--- src/common/demodPkg.sv ---
package demodPkg;

  // ****************************************
  // vector types
  // ****************************************
  typedef logic signed [17:0] sample_t;  // demod or trellis sample
  typedef logic [13:0] dacWord_t;        // one DAC word
  typedef logic [11:0] regAddr_t;        // processor word address
  typedef logic [15:0] regData_t;
  typedef logic [1:0] selCode_t;         // routing select field

  // demodulator mode, only the codes the output core decodes
  typedef enum logic [4:0] {
    MODE_OTHER      = 5'd0,
    MODE_AQPSK      = 5'd3,
    MODE_AUQPSK     = 5'd4,
    MODE_PCMTRELLIS = 5'd8,
    MODE_SOQPSK     = 5'd9
  } demodMode_t;

  // per-channel monitor select
  typedef enum logic [3:0] {
    DAC_DEMOD_DEFAULT = 4'h0,
    DAC_TRELLIS_I     = 4'h8,
    DAC_TRELLIS_Q     = 4'h9,
    DAC_TRELLIS_PHERR = 4'ha,
    DAC_TRELLIS_INDEX = 4'hb
  } dacSelect_t;

  // ****************************************
  // bundles
  // ****************************************
  typedef struct packed {
    sample_t sample;
    logic    valid;  // sample strobe
  } sampleStrobe_t;

  typedef struct packed {
    logic iBit;
    logic qBit;
    logic symEn;    // symbol rate enable
    logic sym2xEn;  // twice symbol rate
  } bitStrobe_t;

  typedef struct packed {
    logic     we;
    logic     re;
    regAddr_t addr;
    regData_t wdata;
  } cpuBus_t;

  typedef struct packed {
    selCode_t [2:0] dacInSel;  // dac0 in the low field
    selCode_t       decInSel;
    selCode_t       qOutSel;
  } routeCfg_t;

  // ****************************************
  // register map and codes
  // ****************************************
  localparam regAddr_t ADDR_VERSION    = 12'h000;
  localparam regAddr_t ADDR_TYPE       = 12'h002;
  localparam regAddr_t ADDR_DAC_IN_SEL = 12'h004;
  localparam regAddr_t ADDR_DEC_IN_SEL = 12'h006;
  localparam regAddr_t ADDR_RESET      = 12'h008;

  localparam regData_t IMAGE_TYPE = 16'h0006;  // trellis demod image

  localparam selCode_t SEL_DEMOD = 2'd0;
  localparam selCode_t SEL_SC    = 2'd1;  // subcarrier path

endpackage

--- src/design/regBank.sv ---
module regBank #(
  parameter demodPkg::regData_t VerNumber = 16'd431
) (
  input  logic                clk,
  input  logic                rs,
  input  demodPkg::cpuBus_t   cpu_i,
  output demodPkg::regData_t  cpuRData_o,
  output demodPkg::routeCfg_t cfg_o,
  output logic                softResetReq_o
);
  import demodPkg::*;

  routeCfg_t   cfg;
  regData_t    rdData;
  regData_t    rdMux;
  logic [31:0] cfgWord;

  // 32-bit routing word as the two halves are laid out on the bus
  //   [31:16]  qOutSel at 21:20, decInSel at 17:16
  //   [15:0]   dac2/dac1/dac0 selects in 5:0
  // bits 19:18 stay zero, the old I output select lived there
  assign cfgWord = {10'b0, cfg.qOutSel, 2'b00, cfg.decInSel,
                    10'b0, cfg.dacInSel};

  // ****************************************
  // register writes
  // ****************************************
  always_ff @(posedge clk or posedge rs) begin
    if (rs) begin
      cfg <= '0;  // only pin reset, routing survives soft reset
    end else if (cpu_i.we) begin
      case (cpu_i.addr)
        ADDR_DAC_IN_SEL: begin
          cfg.dacInSel <= cpu_i.wdata[5:0];
        end
        ADDR_DEC_IN_SEL: begin
          cfg.decInSel <= cpu_i.wdata[1:0];
          cfg.qOutSel  <= cpu_i.wdata[5:4];
        end
        default: ;
      endcase
    end
  end

  // soft reset request, one clock wide since we is a pulse
  assign softResetReq_o = cpu_i.we && (cpu_i.addr == ADDR_RESET);

  // ****************************************
  // read mux
  // ****************************************
  always_comb begin
    case (cpu_i.addr)
      ADDR_VERSION: begin
        rdMux = VerNumber;
      end
      ADDR_TYPE: begin
        rdMux = IMAGE_TYPE;
      end
      ADDR_DAC_IN_SEL,
      ADDR_DEC_IN_SEL: begin
        // addr bit 1 picks the upper half
        rdMux = cpu_i.addr[1] ? cfgWord[31:16] : cfgWord[15:0];
      end
      default: begin
        rdMux = '0;  // unmapped
      end
    endcase
  end

  // read data lands one clock after re and holds
  always_ff @(posedge clk or posedge rs) begin
    if (rs) begin
      rdData <= '0;
    end else if (cpu_i.re) begin
      rdData <= rdMux;
    end
  end

  assign cpuRData_o = rdData;
  assign cfg_o      = cfg;

endmodule

--- src/design/resetStretch.sv ---
module resetStretch #(
  parameter int ResetHold = 6
) (
  input  logic clk,
  input  logic rs,
  input  logic softResetReq_i,
  output logic coreReset_o
);

  localparam int CntW = $clog2(ResetHold + 1);

  logic [CntW-1:0] holdCnt;  // clocks of reset left
  logic            holdRst;  // registered so the reset net is glitch free

  // request is taken on the clock edge that loads the counter
  always_ff @(posedge clk or posedge rs) begin
    if (rs) begin
      holdCnt <= '0;
      holdRst <= 1'b0;
    end else if (softResetReq_i) begin
      holdCnt <= CntW'(ResetHold);
      holdRst <= 1'b1;
    end else if (holdCnt != '0) begin
      holdCnt <= holdCnt - 1'b1;
      holdRst <= (holdCnt > CntW'(1));  // drops as the count hits zero
    end
  end

  // pin reset also shows on the output
  assign coreReset_o = rs || holdRst;

endmodule

--- src/dacPath/dacSourceSelect.sv ---
module dacSourceSelect #(
  parameter int NumDac = 3
) (
  input  logic                    clk,
  input  logic                    coreReset_i,
  input  demodPkg::routeCfg_t     cfg_i,
  input  demodPkg::demodMode_t    demodMode_i,
  input  demodPkg::dacSelect_t    dacSelect_i [NumDac],
  input  demodPkg::sampleStrobe_t demodSample_i [NumDac],
  input  demodPkg::sampleStrobe_t trellisSample_i [NumDac],
  input  demodPkg::sampleStrobe_t scSample_i [NumDac],
  output demodPkg::sampleStrobe_t selSample_o [NumDac]
);
  import demodPkg::*;

  // capture stage
  sample_t           capDemod [NumDac];
  sample_t           capTrellis [NumDac];
  sample_t           capSc [NumDac];
  logic [NumDac-1:0] capDemodVld;
  logic [NumDac-1:0] capTrellisVld;
  logic [NumDac-1:0] capScVld;
  dacSelect_t        capSel [NumDac];
  demodMode_t        capMode;
  logic              trellisMode;
  // select stage
  logic [NumDac-1:0] useSc;
  logic [NumDac-1:0] useTrellis;
  sample_t           selData [NumDac];
  logic [NumDac-1:0] selVld;

  // ****************************************
  // capture
  // ****************************************
  always_ff @(posedge clk or posedge coreReset_i) begin
    if (coreReset_i) begin
      capDemodVld   <= '0;
      capTrellisVld <= '0;
      capScVld      <= '0;
    end else begin
      for (int ch = 0; ch < NumDac; ch++) begin
        capDemodVld[ch]   <= demodSample_i[ch].valid;
        capTrellisVld[ch] <= trellisSample_i[ch].valid;
        capScVld[ch]      <= scSample_i[ch].valid;
      end
    end
  end

  always_ff @(posedge clk) begin
    capMode <= demodMode_i;
    for (int ch = 0; ch < NumDac; ch++) begin
      capDemod[ch]   <= demodSample_i[ch].sample;
      capTrellis[ch] <= trellisSample_i[ch].sample;
      capSc[ch]      <= scSample_i[ch].sample;
      capSel[ch]     <= dacSelect_i[ch];
    end
  end

  assign trellisMode = capMode inside {MODE_PCMTRELLIS, MODE_SOQPSK};

  // ****************************************
  // source select
  // ****************************************
  always_comb begin
    for (int ch = 0; ch < NumDac; ch++) begin
      useSc[ch] = (cfg_i.dacInSel[ch] == SEL_SC);
      // trellis monitor only when the trellis is running and asked for
      useTrellis[ch] = (cfg_i.dacInSel[ch] == SEL_DEMOD) && trellisMode &&
                       (capSel[ch] inside {DAC_TRELLIS_I, DAC_TRELLIS_Q,
                                           DAC_TRELLIS_PHERR, DAC_TRELLIS_INDEX});
    end
  end

  always_ff @(posedge clk or posedge coreReset_i) begin
    if (coreReset_i) begin
      selVld <= '0;
    end else begin
      for (int ch = 0; ch < NumDac; ch++) begin
        selVld[ch] <= useSc[ch]      ? capScVld[ch] :
                      useTrellis[ch] ? capTrellisVld[ch] : capDemodVld[ch];
      end
    end
  end

  always_ff @(posedge clk) begin
    for (int ch = 0; ch < NumDac; ch++) begin
      selData[ch] <= useSc[ch]      ? capSc[ch] :
                     useTrellis[ch] ? capTrellis[ch] : capDemod[ch];
    end
  end

  always_comb begin
    for (int ch = 0; ch < NumDac; ch++) begin
      selSample_o[ch].sample = selData[ch];
      selSample_o[ch].valid  = selVld[ch];
    end
  end

endmodule

--- src/dacPath/dacFormat.sv ---
module dacFormat #(
  parameter int NumDac = 3
) (
  input  logic                    clk,
  input  logic                    coreReset_i,
  input  demodPkg::sampleStrobe_t selSample_i [NumDac],
  output demodPkg::dacWord_t      dacData_o [NumDac],
  output logic [NumDac-1:0]       dacValid_o
);
  import demodPkg::*;

  dacWord_t offsetWord [NumDac];

  // top 14 bits, MSB flipped gives offset binary for the DAC
  always_comb begin
    for (int ch = 0; ch < NumDac; ch++) begin
      offsetWord[ch] = {~selSample_i[ch].sample[17], selSample_i[ch].sample[16:4]};
    end
  end

  // ****************************************
  // output register
  // ****************************************
  always_ff @(posedge clk or posedge coreReset_i) begin
    if (coreReset_i) begin
      dacValid_o <= '0;
    end else begin
      for (int ch = 0; ch < NumDac; ch++) begin
        dacValid_o[ch] <= selSample_i[ch].valid;
      end
    end
  end

  always_ff @(posedge clk) begin
    for (int ch = 0; ch < NumDac; ch++) begin
      if (selSample_i[ch].valid) begin
        dacData_o[ch] <= offsetWord[ch];  // held between strobes
      end
    end
  end

endmodule

--- src/design/bitSelect.sv ---
module bitSelect (
  input  logic                 clk,
  input  logic                 coreReset_i,
  input  demodPkg::routeCfg_t  cfg_i,
  input  demodPkg::demodMode_t demodMode_i,
  input  demodPkg::bitStrobe_t demodBits_i,
  input  demodPkg::bitStrobe_t trellisBits_i,
  input  demodPkg::bitStrobe_t scBits_i,
  input  logic                 auQBit_i,
  output demodPkg::bitStrobe_t decBits_o,
  output logic                 qOut_o
);
  import demodPkg::*;

  bitStrobe_t fixedTrellis;
  bitStrobe_t capDemod;
  bitStrobe_t capSc;
  bitStrobe_t decSel;
  demodMode_t capMode;
  logic       capAuQ;
  logic       trellisMode;
  logic       auMode;
  logic       qSel;

  assign trellisMode = demodMode_i inside {MODE_PCMTRELLIS, MODE_SOQPSK};

  // trellis decision comes out inverted, one bit feeds both rails
  always_comb begin
    fixedTrellis      = trellisBits_i;
    fixedTrellis.iBit = ~trellisBits_i.iBit;
    fixedTrellis.qBit = ~trellisBits_i.iBit;
  end

  // ****************************************
  // capture
  // ****************************************
  always_ff @(posedge clk or posedge coreReset_i) begin
    if (coreReset_i) begin
      capDemod <= '0;
      capSc    <= '0;
      capAuQ   <= 1'b0;
      capMode  <= MODE_OTHER;
    end else begin
      capDemod <= trellisMode ? fixedTrellis : demodBits_i;
      capSc    <= scBits_i;
      capAuQ   <= auQBit_i;
      capMode  <= demodMode_i;
    end
  end

  assign auMode = capMode inside {MODE_AQPSK, MODE_AUQPSK};
  assign decSel = (cfg_i.decInSel == SEL_SC) ? capSc : capDemod;

  // Q output: subcarrier, then the AU path, else whatever feeds the decoder
  assign qSel = (cfg_i.qOutSel == SEL_SC) ? capSc.qBit :
                auMode                    ? capAuQ : decSel.qBit;

  // ****************************************
  // select
  // ****************************************
  always_ff @(posedge clk or posedge coreReset_i) begin
    if (coreReset_i) begin
      decBits_o <= '0;
      qOut_o    <= 1'b0;
    end else begin
      decBits_o <= decSel;
      qOut_o    <= qSel;
    end
  end

endmodule

--- src/design/demodOutTop.sv ---
module demodOutTop #(
  parameter int                 NumDac    = 3,
  parameter demodPkg::regData_t VerNumber = 16'd431,
  parameter int                 ResetHold = 6
) (
  input  logic                    clk,
  input  logic                    rs,
  input  demodPkg::cpuBus_t       cpu_i,
  input  demodPkg::demodMode_t    demodMode_i,
  input  demodPkg::dacSelect_t    dacSelect_i [NumDac],
  input  demodPkg::sampleStrobe_t demodSample_i [NumDac],
  input  demodPkg::sampleStrobe_t trellisSample_i [NumDac],
  input  demodPkg::sampleStrobe_t scSample_i [NumDac],
  input  demodPkg::bitStrobe_t    demodBits_i,
  input  demodPkg::bitStrobe_t    trellisBits_i,
  input  demodPkg::bitStrobe_t    scBits_i,
  input  logic                    auQBit_i,
  output demodPkg::regData_t      cpuRData_o,
  output demodPkg::dacWord_t      dacData_o [NumDac],
  output logic [NumDac-1:0]       dacValid_o,
  output demodPkg::bitStrobe_t    decBits_o,
  output logic                    qOut_o,
  output logic                    dacRst_o
);
  import demodPkg::*;

  routeCfg_t     cfg;
  logic          softResetReq;
  logic          stretchReset;
  logic          coreReset;     // clears pipeline strobes
  sampleStrobe_t selSample [NumDac];

  // ****************************************
  // control
  // ****************************************
  regBank #(.VerNumber(VerNumber)) uRegBank (
    .clk            (clk),
    .rs             (rs),
    .cpu_i          (cpu_i),
    .cpuRData_o     (cpuRData_o),
    .cfg_o          (cfg),
    .softResetReq_o (softResetReq)
  );

  resetStretch #(.ResetHold(ResetHold)) uResetStretch (
    .clk            (clk),
    .rs             (rs),
    .softResetReq_i (softResetReq),
    .coreReset_o    (stretchReset)
  );

  assign coreReset = rs || stretchReset;
  assign dacRst_o  = coreReset;  // DACs reset with the core

  // ****************************************
  // DAC path, capture/select then format
  // ****************************************
  dacSourceSelect #(.NumDac(NumDac)) uDacSourceSelect (
    .clk             (clk),
    .coreReset_i     (coreReset),
    .cfg_i           (cfg),
    .demodMode_i     (demodMode_i),
    .dacSelect_i     (dacSelect_i),
    .demodSample_i   (demodSample_i),
    .trellisSample_i (trellisSample_i),
    .scSample_i      (scSample_i),
    .selSample_o     (selSample)
  );

  dacFormat #(.NumDac(NumDac)) uDacFormat (
    .clk         (clk),
    .coreReset_i (coreReset),
    .selSample_i (selSample),
    .dacData_o   (dacData_o),
    .dacValid_o  (dacValid_o)
  );

  // decoder bits and Q output
  bitSelect uBitSelect (
    .clk           (clk),
    .coreReset_i   (coreReset),
    .cfg_i         (cfg),
    .demodMode_i   (demodMode_i),
    .demodBits_i   (demodBits_i),
    .trellisBits_i (trellisBits_i),
    .scBits_i      (scBits_i),
    .auQBit_i      (auQBit_i),
    .decBits_o     (decBits_o),
    .qOut_o        (qOut_o)
  );

endmodule

--- config.mk ---
export PLATFORM = sky130hd
export DESIGN_NAME = demodOutTop
export DESIGN_NICKNAME = d
export VERILOG_FILES = /design/src/common/demodPkg.sv /design/src/design/regBank.sv /design/src/design/resetStretch.sv /design/src/dacPath/dacSourceSelect.sv /design/src/dacPath/dacFormat.sv /design/src/design/bitSelect.sv /design/src/design/demodOutTop.sv
export SDC_FILE = /design/constraint.sdc
export NUM_CORES = 1
export LEC_CHECK = 0
export ABC_AREA = 0
export BUFFER_PORTS_ARGS = -buffer_cell sky130_fd_sc_hd__buf_2
export CORE_UTILIZATION = 50
export CTS_BUF_LIST = sky130_fd_sc_hd__clkbuf_4 sky130_fd_sc_hd__clkbuf_8
export DETAILED_ROUTE_END_ITERATION = 8
export GPL_TIMING_DRIVEN = 1
export PLACE_DENSITY = 0.78
export SYNTH_ARGS = -nofsm -noshare
export SYNTH_HDL_FRONTEND = slang
export SYNTH_SLANG_ARGS = --single-unit
--- constraint.sdc ---
create_clock -name clk -period 2.8 [get_ports clk]
set_input_delay 0.42 -clock clk [delete_from_list [all_inputs] [get_ports clk]]
set_output_delay 0.42 -clock clk [all_outputs]
set_load 0.02 [all_outputs]
==> impl_metrics.tcl, run 1 <==
set metrics [dict create \
    status "finished clean" \
    yosysTopAreaCell "dfxtp_1" \
    clkTransAtPathRegs_ns 0.06 \
    synth_ff_type "dfxtp_1" \
    synth_top_family_by_area "multiplexers" \
    setup_violations 0 \
    ctsLongestPathBuffers 3 \
    yosys-top-cells-area "dfxtp_1 45%, dfrtp_1 17%, edfxtp_1 16%" \
    required_ns 3.18 \
    insertion_delay_ns 0.52 \
    drcViolationCount 0 \
    rsz0062_at_grt "false" \
    worstHoldStart "demodMode_i[1]" \
    coreArea_um2 15400 \
    crit_arrival_ns 2.41 \
    numCtsBuffers 44 \
    regToRegSetupSlack_ns 0.78 \
    cts_setup_buffers 0 \
    synth.ff_latch_count 275 \
    period_needed_ns 2.02 \
    track_usage_pct 27.0 \
    drt_wl_total_um 21500 \
    syn-cell-area_um2 7970 \
    htreeDepth 2 \
    rows 45 \
    ctsResizeCount 0 \
    synth_xor_area_share_pct 0.110 \
    final_cells 1209 \
    synth_edf_count 42 \
    die_w_um 128 \
    dp_hpwl_um 11300 \
    start_util_pct 51.8 \
    antenna_found_initial 5 \
    timing.rr.end "uDacSourceSelect.selData[0][17]" \
    timing.final.hold_violations 0 \
    dp_cells 976 \
    synth-adder-area-share_pct 0.471 \
    synthTopCellsByCount "178 x dfxtp_1, 56 x nand2_1, 55 x dfrtp_1, 47 x mux2i_1, 45 x o21ai_0" \
    fin_nets 1195 \
    synth_most_common_cell "dfxtp_1" \
    grt_max_degree 35 \
    fin_crit_sh_pct 72.3 \
    grt_pass1_wl_um 33200 \
    crit_type "flip-flop to flip-flop" \
    crit_fanout 15 \
    synthMuxAreaShare_pct 9.06 \
    firstDrtPassIters 4 \
    tightest_slew_ns 1.03 \
    worst_setup_path_end_kind "flip-flop" \
    antenna_left 0 \
    synth_compound_area_share_pct 4.12 \
    grt_pass1_vias 6411 \
    p_per_area_nw_per_um2 728 \
    start_kind "flip-flop" \
    hp-class "input port to flip-flop" \
    port-buffer-count 238 \
    io_pins 300 \
    drive_gt1_share_pct 35.0 \
    overflow 0 \
    avgSynthCellArea_um2 14.7 \
    drt_iter0_drc 314 \
    num_vias 5699 \
    synth_top_area_share_pct 44.7 \
    cap_violations 0 \
    dieArea_um2 16400 \
    cts_sinks 275 \
    regToRegStartpoint "uRegBank.cfg_o[4]" \
    routedWlPerCell_um 17.8 \
    finalClockSkew_ns 0.0178 \
    gp_congestion 0.798 \
    viasPerCell 4.71 \
    ys_seq_area_share_pct 77.9 \
    synthCells 541 \
    tns_ns 0 \
    yosysWarnings 0 \
    maxSlewHeadroom_pct 31.1 \
    die_h_um 128 \
    ir_drop_v 0.000522 \
    power_leakage_nw 5.63 \
    min_to "uDacSourceSelect.capMode[1]" \
    cts_tree "yes" \
    holdPathStages 1 \
    cts_hold_buf 147 \
    drv_slew 0 \
    max_freq_ghz 0.494 \
    async_flop_share_pct 20.0 \
    syn_to_final_growth_pct 48.1 \
    synth-simple-area-share_pct 5.89 \
    root_buffer "clkbuf_8" \
    yosys.cell_types.count 41 \
    worstRegToRegCells 4 \
]
## sequential cells by signal (all words and copies together) (netlist names), 4 cells and up
signal	cells
uBitSelect.decBits_o	4
uDacSourceSelect.capMode	4
uRegBank.cfg_o	10
uDacSourceSelect.capDemod	42
uDacFormat.dacData_o	42
uBitSelect.capMode	5
uDacSourceSelect.capSc	42
uDacSourceSelect.capTrellis	42
uRegBank.cpuRData_o	7
uDacSourceSelect.capSel	6
uBitSelect.capDemod	4
uBitSelect.capSc	4
uDacSourceSelect.selData	42
## power breakdown
group | internal (W) | total, W | switching (W) | leakage, nW
Combinational | 0.000354 | 0.000674 | 0.000320 | 2.50
Sequential | 0.00424 | 0.00434 | 0.0000984 | 2.62
Clock | 0.00205 | 0.00358 | 0.00152 | 0.512
## worst max path at each step
| stage | slack (ns) | to | from | cells after the start |
|---|---|---|---|---|
| floorplan | 0.66 | dacRst_o | rs | 2 |
| global placement | 0.57 | uRegBank.cfg_o[0] | cpu_i[23] | 5 |
| detailed placement | 0.56 | uRegBank.cfg_o[8] | cpu_i[23] | 5 |
| CTS | 0.78 | uDacSourceSelect.selData[0][17] | uDacSourceSelect.capMode[4] | 5 |
| global route | 0.59 | uDacSourceSelect.selData[0][17] | uRegBank.cfg_o[5] | 4 |
| finish | 0.78 | uDacSourceSelect.selData[0][17] | uRegBank.cfg_o[4] | 4 |
## cell families after synthesis
family                     Yosys count
AOI/OAI and AO/OA                   62
xor gates and xnor gates             1
adders and majority gates            3
buffers and inverters               41
DFF                                275
muxes                               68
other                                1
and+or+nand+nor                     90
## through the flow
step	setup WS (ns)	cell area, um^2	utilization [%]	hold slack, ns	total power, W
2_1_floorplan	0.662	7990	-	0.386	0.00466
3_3_place_gp	0.574	9360	60.9	0.386	0.00486
3_5_place_dp	0.562	9360	60.9	0.389	0.00490
4_1_cts	0.782	11800	76.6	0.000375	0.00856
5_1_grt	0.590	11800	76.8	0.00906	0.00893
6_report	0.775	11800	76.8	0.0405	0.00859
## cell type report
class	instances	area, um^2
antenna	5	12.5
clock inverter	6	33.8
clock buffer	74	912
timing repair buffer	391	2710
sequential	275	6200
fill	894	3570
tap	211	264
inverter	15	56.3
multi-input combinational	232	1610
## per-layer routing
layer  wire [um]  global-route usage, %  vias to the layer above
met5           0                      0                        -
met4         721                   12.5                        0
met3        1130                   5.30                       48
met2       11700                   51.3                      224
met1        7910                   28.5                     2759
li1            -                      -                     2668
## worst max-delay path, cell delays in order (launching register included)
cell and delay [ns]:
dfrtp_1 0.40, nor4b_1 0.34, nand2_1 0.61, mux2i_1 0.38, o21ai_0 0.14
## placed cells by master, fill, tap and decap left out, types with 5 or more instances in the layout
| cell | instances |
|---|---|
| inv_1 | 15 |
| buf_4 | 5 |
| nand2_1 | 56 |
| edfxtp_1 | 42 |
| conb_1 | 8 |
| mux2_1 | 6 |
| buf_2 | 238 |
| dfxtp_1 | 178 |
| dfrtp_1 | 55 |
| clkinv_2 | 5 |
| o21ai_0 | 45 |
| mux2_2 | 11 |
| nor2_1 | 6 |
| o21ai_1 | 7 |
| mux2i_1 | 47 |
| clkbuf_8 | 57 |
| diode_2 | 5 |
| clkbuf_4 | 17 |
| dlygate4sd3_1 | 148 |
Note: power is estimated with default switching activity, not from simulation.
==> run 2, diff against run 1 <==
--- a/config.mk
+++ b/config.mk
@@ -7,11 +7,11 @@
 export LEC_CHECK = 0
 export ABC_AREA = 0
 export BUFFER_PORTS_ARGS = -buffer_cell sky130_fd_sc_hd__buf_2
-export CORE_UTILIZATION = 50
+export CORE_UTILIZATION = 45
 export CTS_BUF_LIST = sky130_fd_sc_hd__clkbuf_4 sky130_fd_sc_hd__clkbuf_8
 export DETAILED_ROUTE_END_ITERATION = 8
 export GPL_TIMING_DRIVEN = 1
-export PLACE_DENSITY = 0.78
+export PLACE_DENSITY = 0.74
 export SYNTH_ARGS = -nofsm -noshare
 export SYNTH_HDL_FRONTEND = slang
 export SYNTH_SLANG_ARGS = --single-unit
==> constraint.sdc (replaced) <==
create_clock -name clk -period 1.8 [get_ports clk]
set_input_delay 0.27 -clock clk [delete_from_list [all_inputs] [get_ports clk]]
set_output_delay 0.27 -clock clk [all_outputs]
set_load 0.02 [all_outputs]
==> run 2 against run 1 <==
Effect of this change: first-iteration DRC count down 26%; utilization fell by 6.9 points; critical path type unchanged; wire length down 1.3%; largest power group unchanged; register-to-register slack worse by 0.65 ns; final area grew 2.4%.
==> impl_metrics.tcl, run 2 (same netlist as run 1, synthesis figures left out) <==
set metrics [dict create \
    status "finished clean" \
    port-buffer-count 238 \
    start_kind "flip-flop" \
    syn_to_final_growth_pct 51.8 \
    drv_slew 0 \
    cts_sinks 275 \
    dp_cells 998 \
    setup_violations 0 \
    wl_met2_um 11100 \
    insertion_delay_ns 0.53 \
    final_area_um2 12100 \
    die_h_um 135 \
    crit_type "flip-flop to flip-flop" \
    coreArea_um2 17300 \
    crit_fanout 15 \
    drcViolationCount 0 \
    drive_gt1_share_pct 35.1 \
    wl_met1_um 7870 \
    clkTransAtPathRegs_ns 0.07 \
    drt_iter0_drc 231 \
    root_buffer "clkbuf_8" \
    grt_pass1_vias 6287 \
    required_ns 2.19 \
    antenna_found_initial 3 \
    hp-class "input port to flip-flop" \
    num_vias 5705 \
    ctsLongestPathBuffers 3 \
    rsz0062_at_grt "false" \
    dieArea_um2 18200 \
    grt_max_degree 35 \
    overflow 0 \
    antenna_left 0 \
    cts_tree "yes" \
    firstDrtPassIters 5 \
    post_dp_cell_area_um2 9500 \
    routedWlPerCell_um 17.1 \
    max_freq_ghz 0.598 \
    fin_nets 1216 \
    rows 48 \
    met3_wirelength_um 1340 \
    layout_commonest_cell "buf_2" \
    fillCellCount 1118 \
    drt_wl_total_um 21200 \
    top_layer "met4" \
    crit_arrival_ns 2.07 \
    fin_crit_sh_pct 92.9 \
    fin_util_pct 69.9 \
    htreeDepth 2 \
    finalClockSkew_ns 0.0283 \
    dp_hpwl_um 10600 \
    die_w_um 135 \
    io_pins 300 \
    start_util_pct 46.1 \
    timing.final.hold_violations 0 \
    cap_violations 0 \
    p_per_area_nw_per_um2 1110 \
    viasPerCell 4.59 \
    numCtsBuffers 41 \
    final_cells 1242 \
    track_usage_pct 23.3 \
    period_needed_ns 1.67 \
    worst_setup_path_end_kind "flip-flop" \
    ir_drop_v 0.000880 \
    power_leakage_nw 5.74 \
    gp_congestion 0.764 \
    most-common-layout-cells "238 x buf_2, 178 x dfxtp_1, 164 x dlygate4sd3_1, 56 x nand2_1, 55 x dfrtp_1" \
    tightest_slew_ns 0.688 \
    grt_pass1_wl_um 31800 \
    ctsResizeCount 0 \
    maxSlewHeadroom_pct 54.2 \
]
-- run 2: critical path, cell delays in order (launching register included) --
cell	delay, ns
dfrtp_1	0.42
nor4b_1	0.32
nand2_1	0.09
buf_4	0.23
mux2i_1	0.34
o21ai_0	0.15
-- run 2: path summary, 6_finish.rpt --
| kind | from | to | slack, ns | depth (start not counted) |
|---|---|---|---|---|
| max reg2reg | uRegBank.cfg_o[7] | uDacSourceSelect.selData[0][23] | 0.13 | 5 |
| max | uRegBank.cfg_o[7] | uDacSourceSelect.selData[0][23] | 0.13 | 5 |
| min reg2reg | uDacSourceSelect.selData[0][13] | uDacFormat.dacData_o[37] | 0.39 | 0 |
| min in group asynchronous | rs | uResetStretch.holdCnt[0] | 0.35 | 4 |
| min | trellisBits_i[3] | uBitSelect.capDemod[2] | 0.05 | 3 |
| max in group asynchronous | uResetStretch.holdRst | uBitSelect.capMode[1] | 0.89 | 2 |
-- run 2: repair_timing --
action / 4_1_cts / 5_1_grt
hold endpoints to repair: 188 / 2
setup buffers: 0 / 0
hold buffers: 163 / 1
-- run 2: stage by stage --
| step | hold slack, ns | setup WS (ns) | total power (W) | TNS [ns] |
|---|---|---|---|---|
| CTS | 0.00271 | 0.146 | 0.0134 | 0 |
| finish | 0.0496 | 0.128 | 0.0134 | 0 |
| global placement | 0.341 | -0.178 | 0.00759 | -0.984 |
| global route | 0.0463 | 0.0265 | 0.0140 | 0 |
| detailed placement | 0.347 | -0.195 | 0.00761 | -1.16 |
| floorplan | 0.247 | -0.150 | 0.00725 | -1.02 |
-- run 2: layout make-up --
| type | count | area (um^2) | area share, % |
|---|---|---|---|
| Clock inverter | 10 | 126 | 1.05 |
| Tap cell | 225 | 282 | 2.33 |
| Multi-Input combinational cell | 232 | 1630 | 13.5 |
| Sequential cell | 275 | 6200 | 51.3 |
| Timing Repair Buffer | 415 | 2970 | 24.6 |
| Clock buffer | 66 | 815 | 6.74 |
| Inverter | 15 | 56.3 | 0.466 |
| Antenna cell | 4 | 10.0 | 0.0828 |
-- run 2: per-layer routing --
metal	global-route usage, %	up-vias
li1	-	2707
met1	24.3	2682
met2	42.3	252
met3	6.87	64
met4	12.0	0
met5	0	-
-- run 2: report_power, final --
| part | total (W) | internal, W | leakage, nW | switching, W |
|---|---|---|---|---|
| clock | 0.00564 | 0.00331 | 0.499 | 0.00233 |
| combinational | 0.00107 | 0.000574 | 2.62 | 0.000492 |
| sequential | 0.00674 | 0.00660 | 2.62 | 0.000146 |
| total | 0.0134 | 0.0105 | 5.74 | 0.00297 |
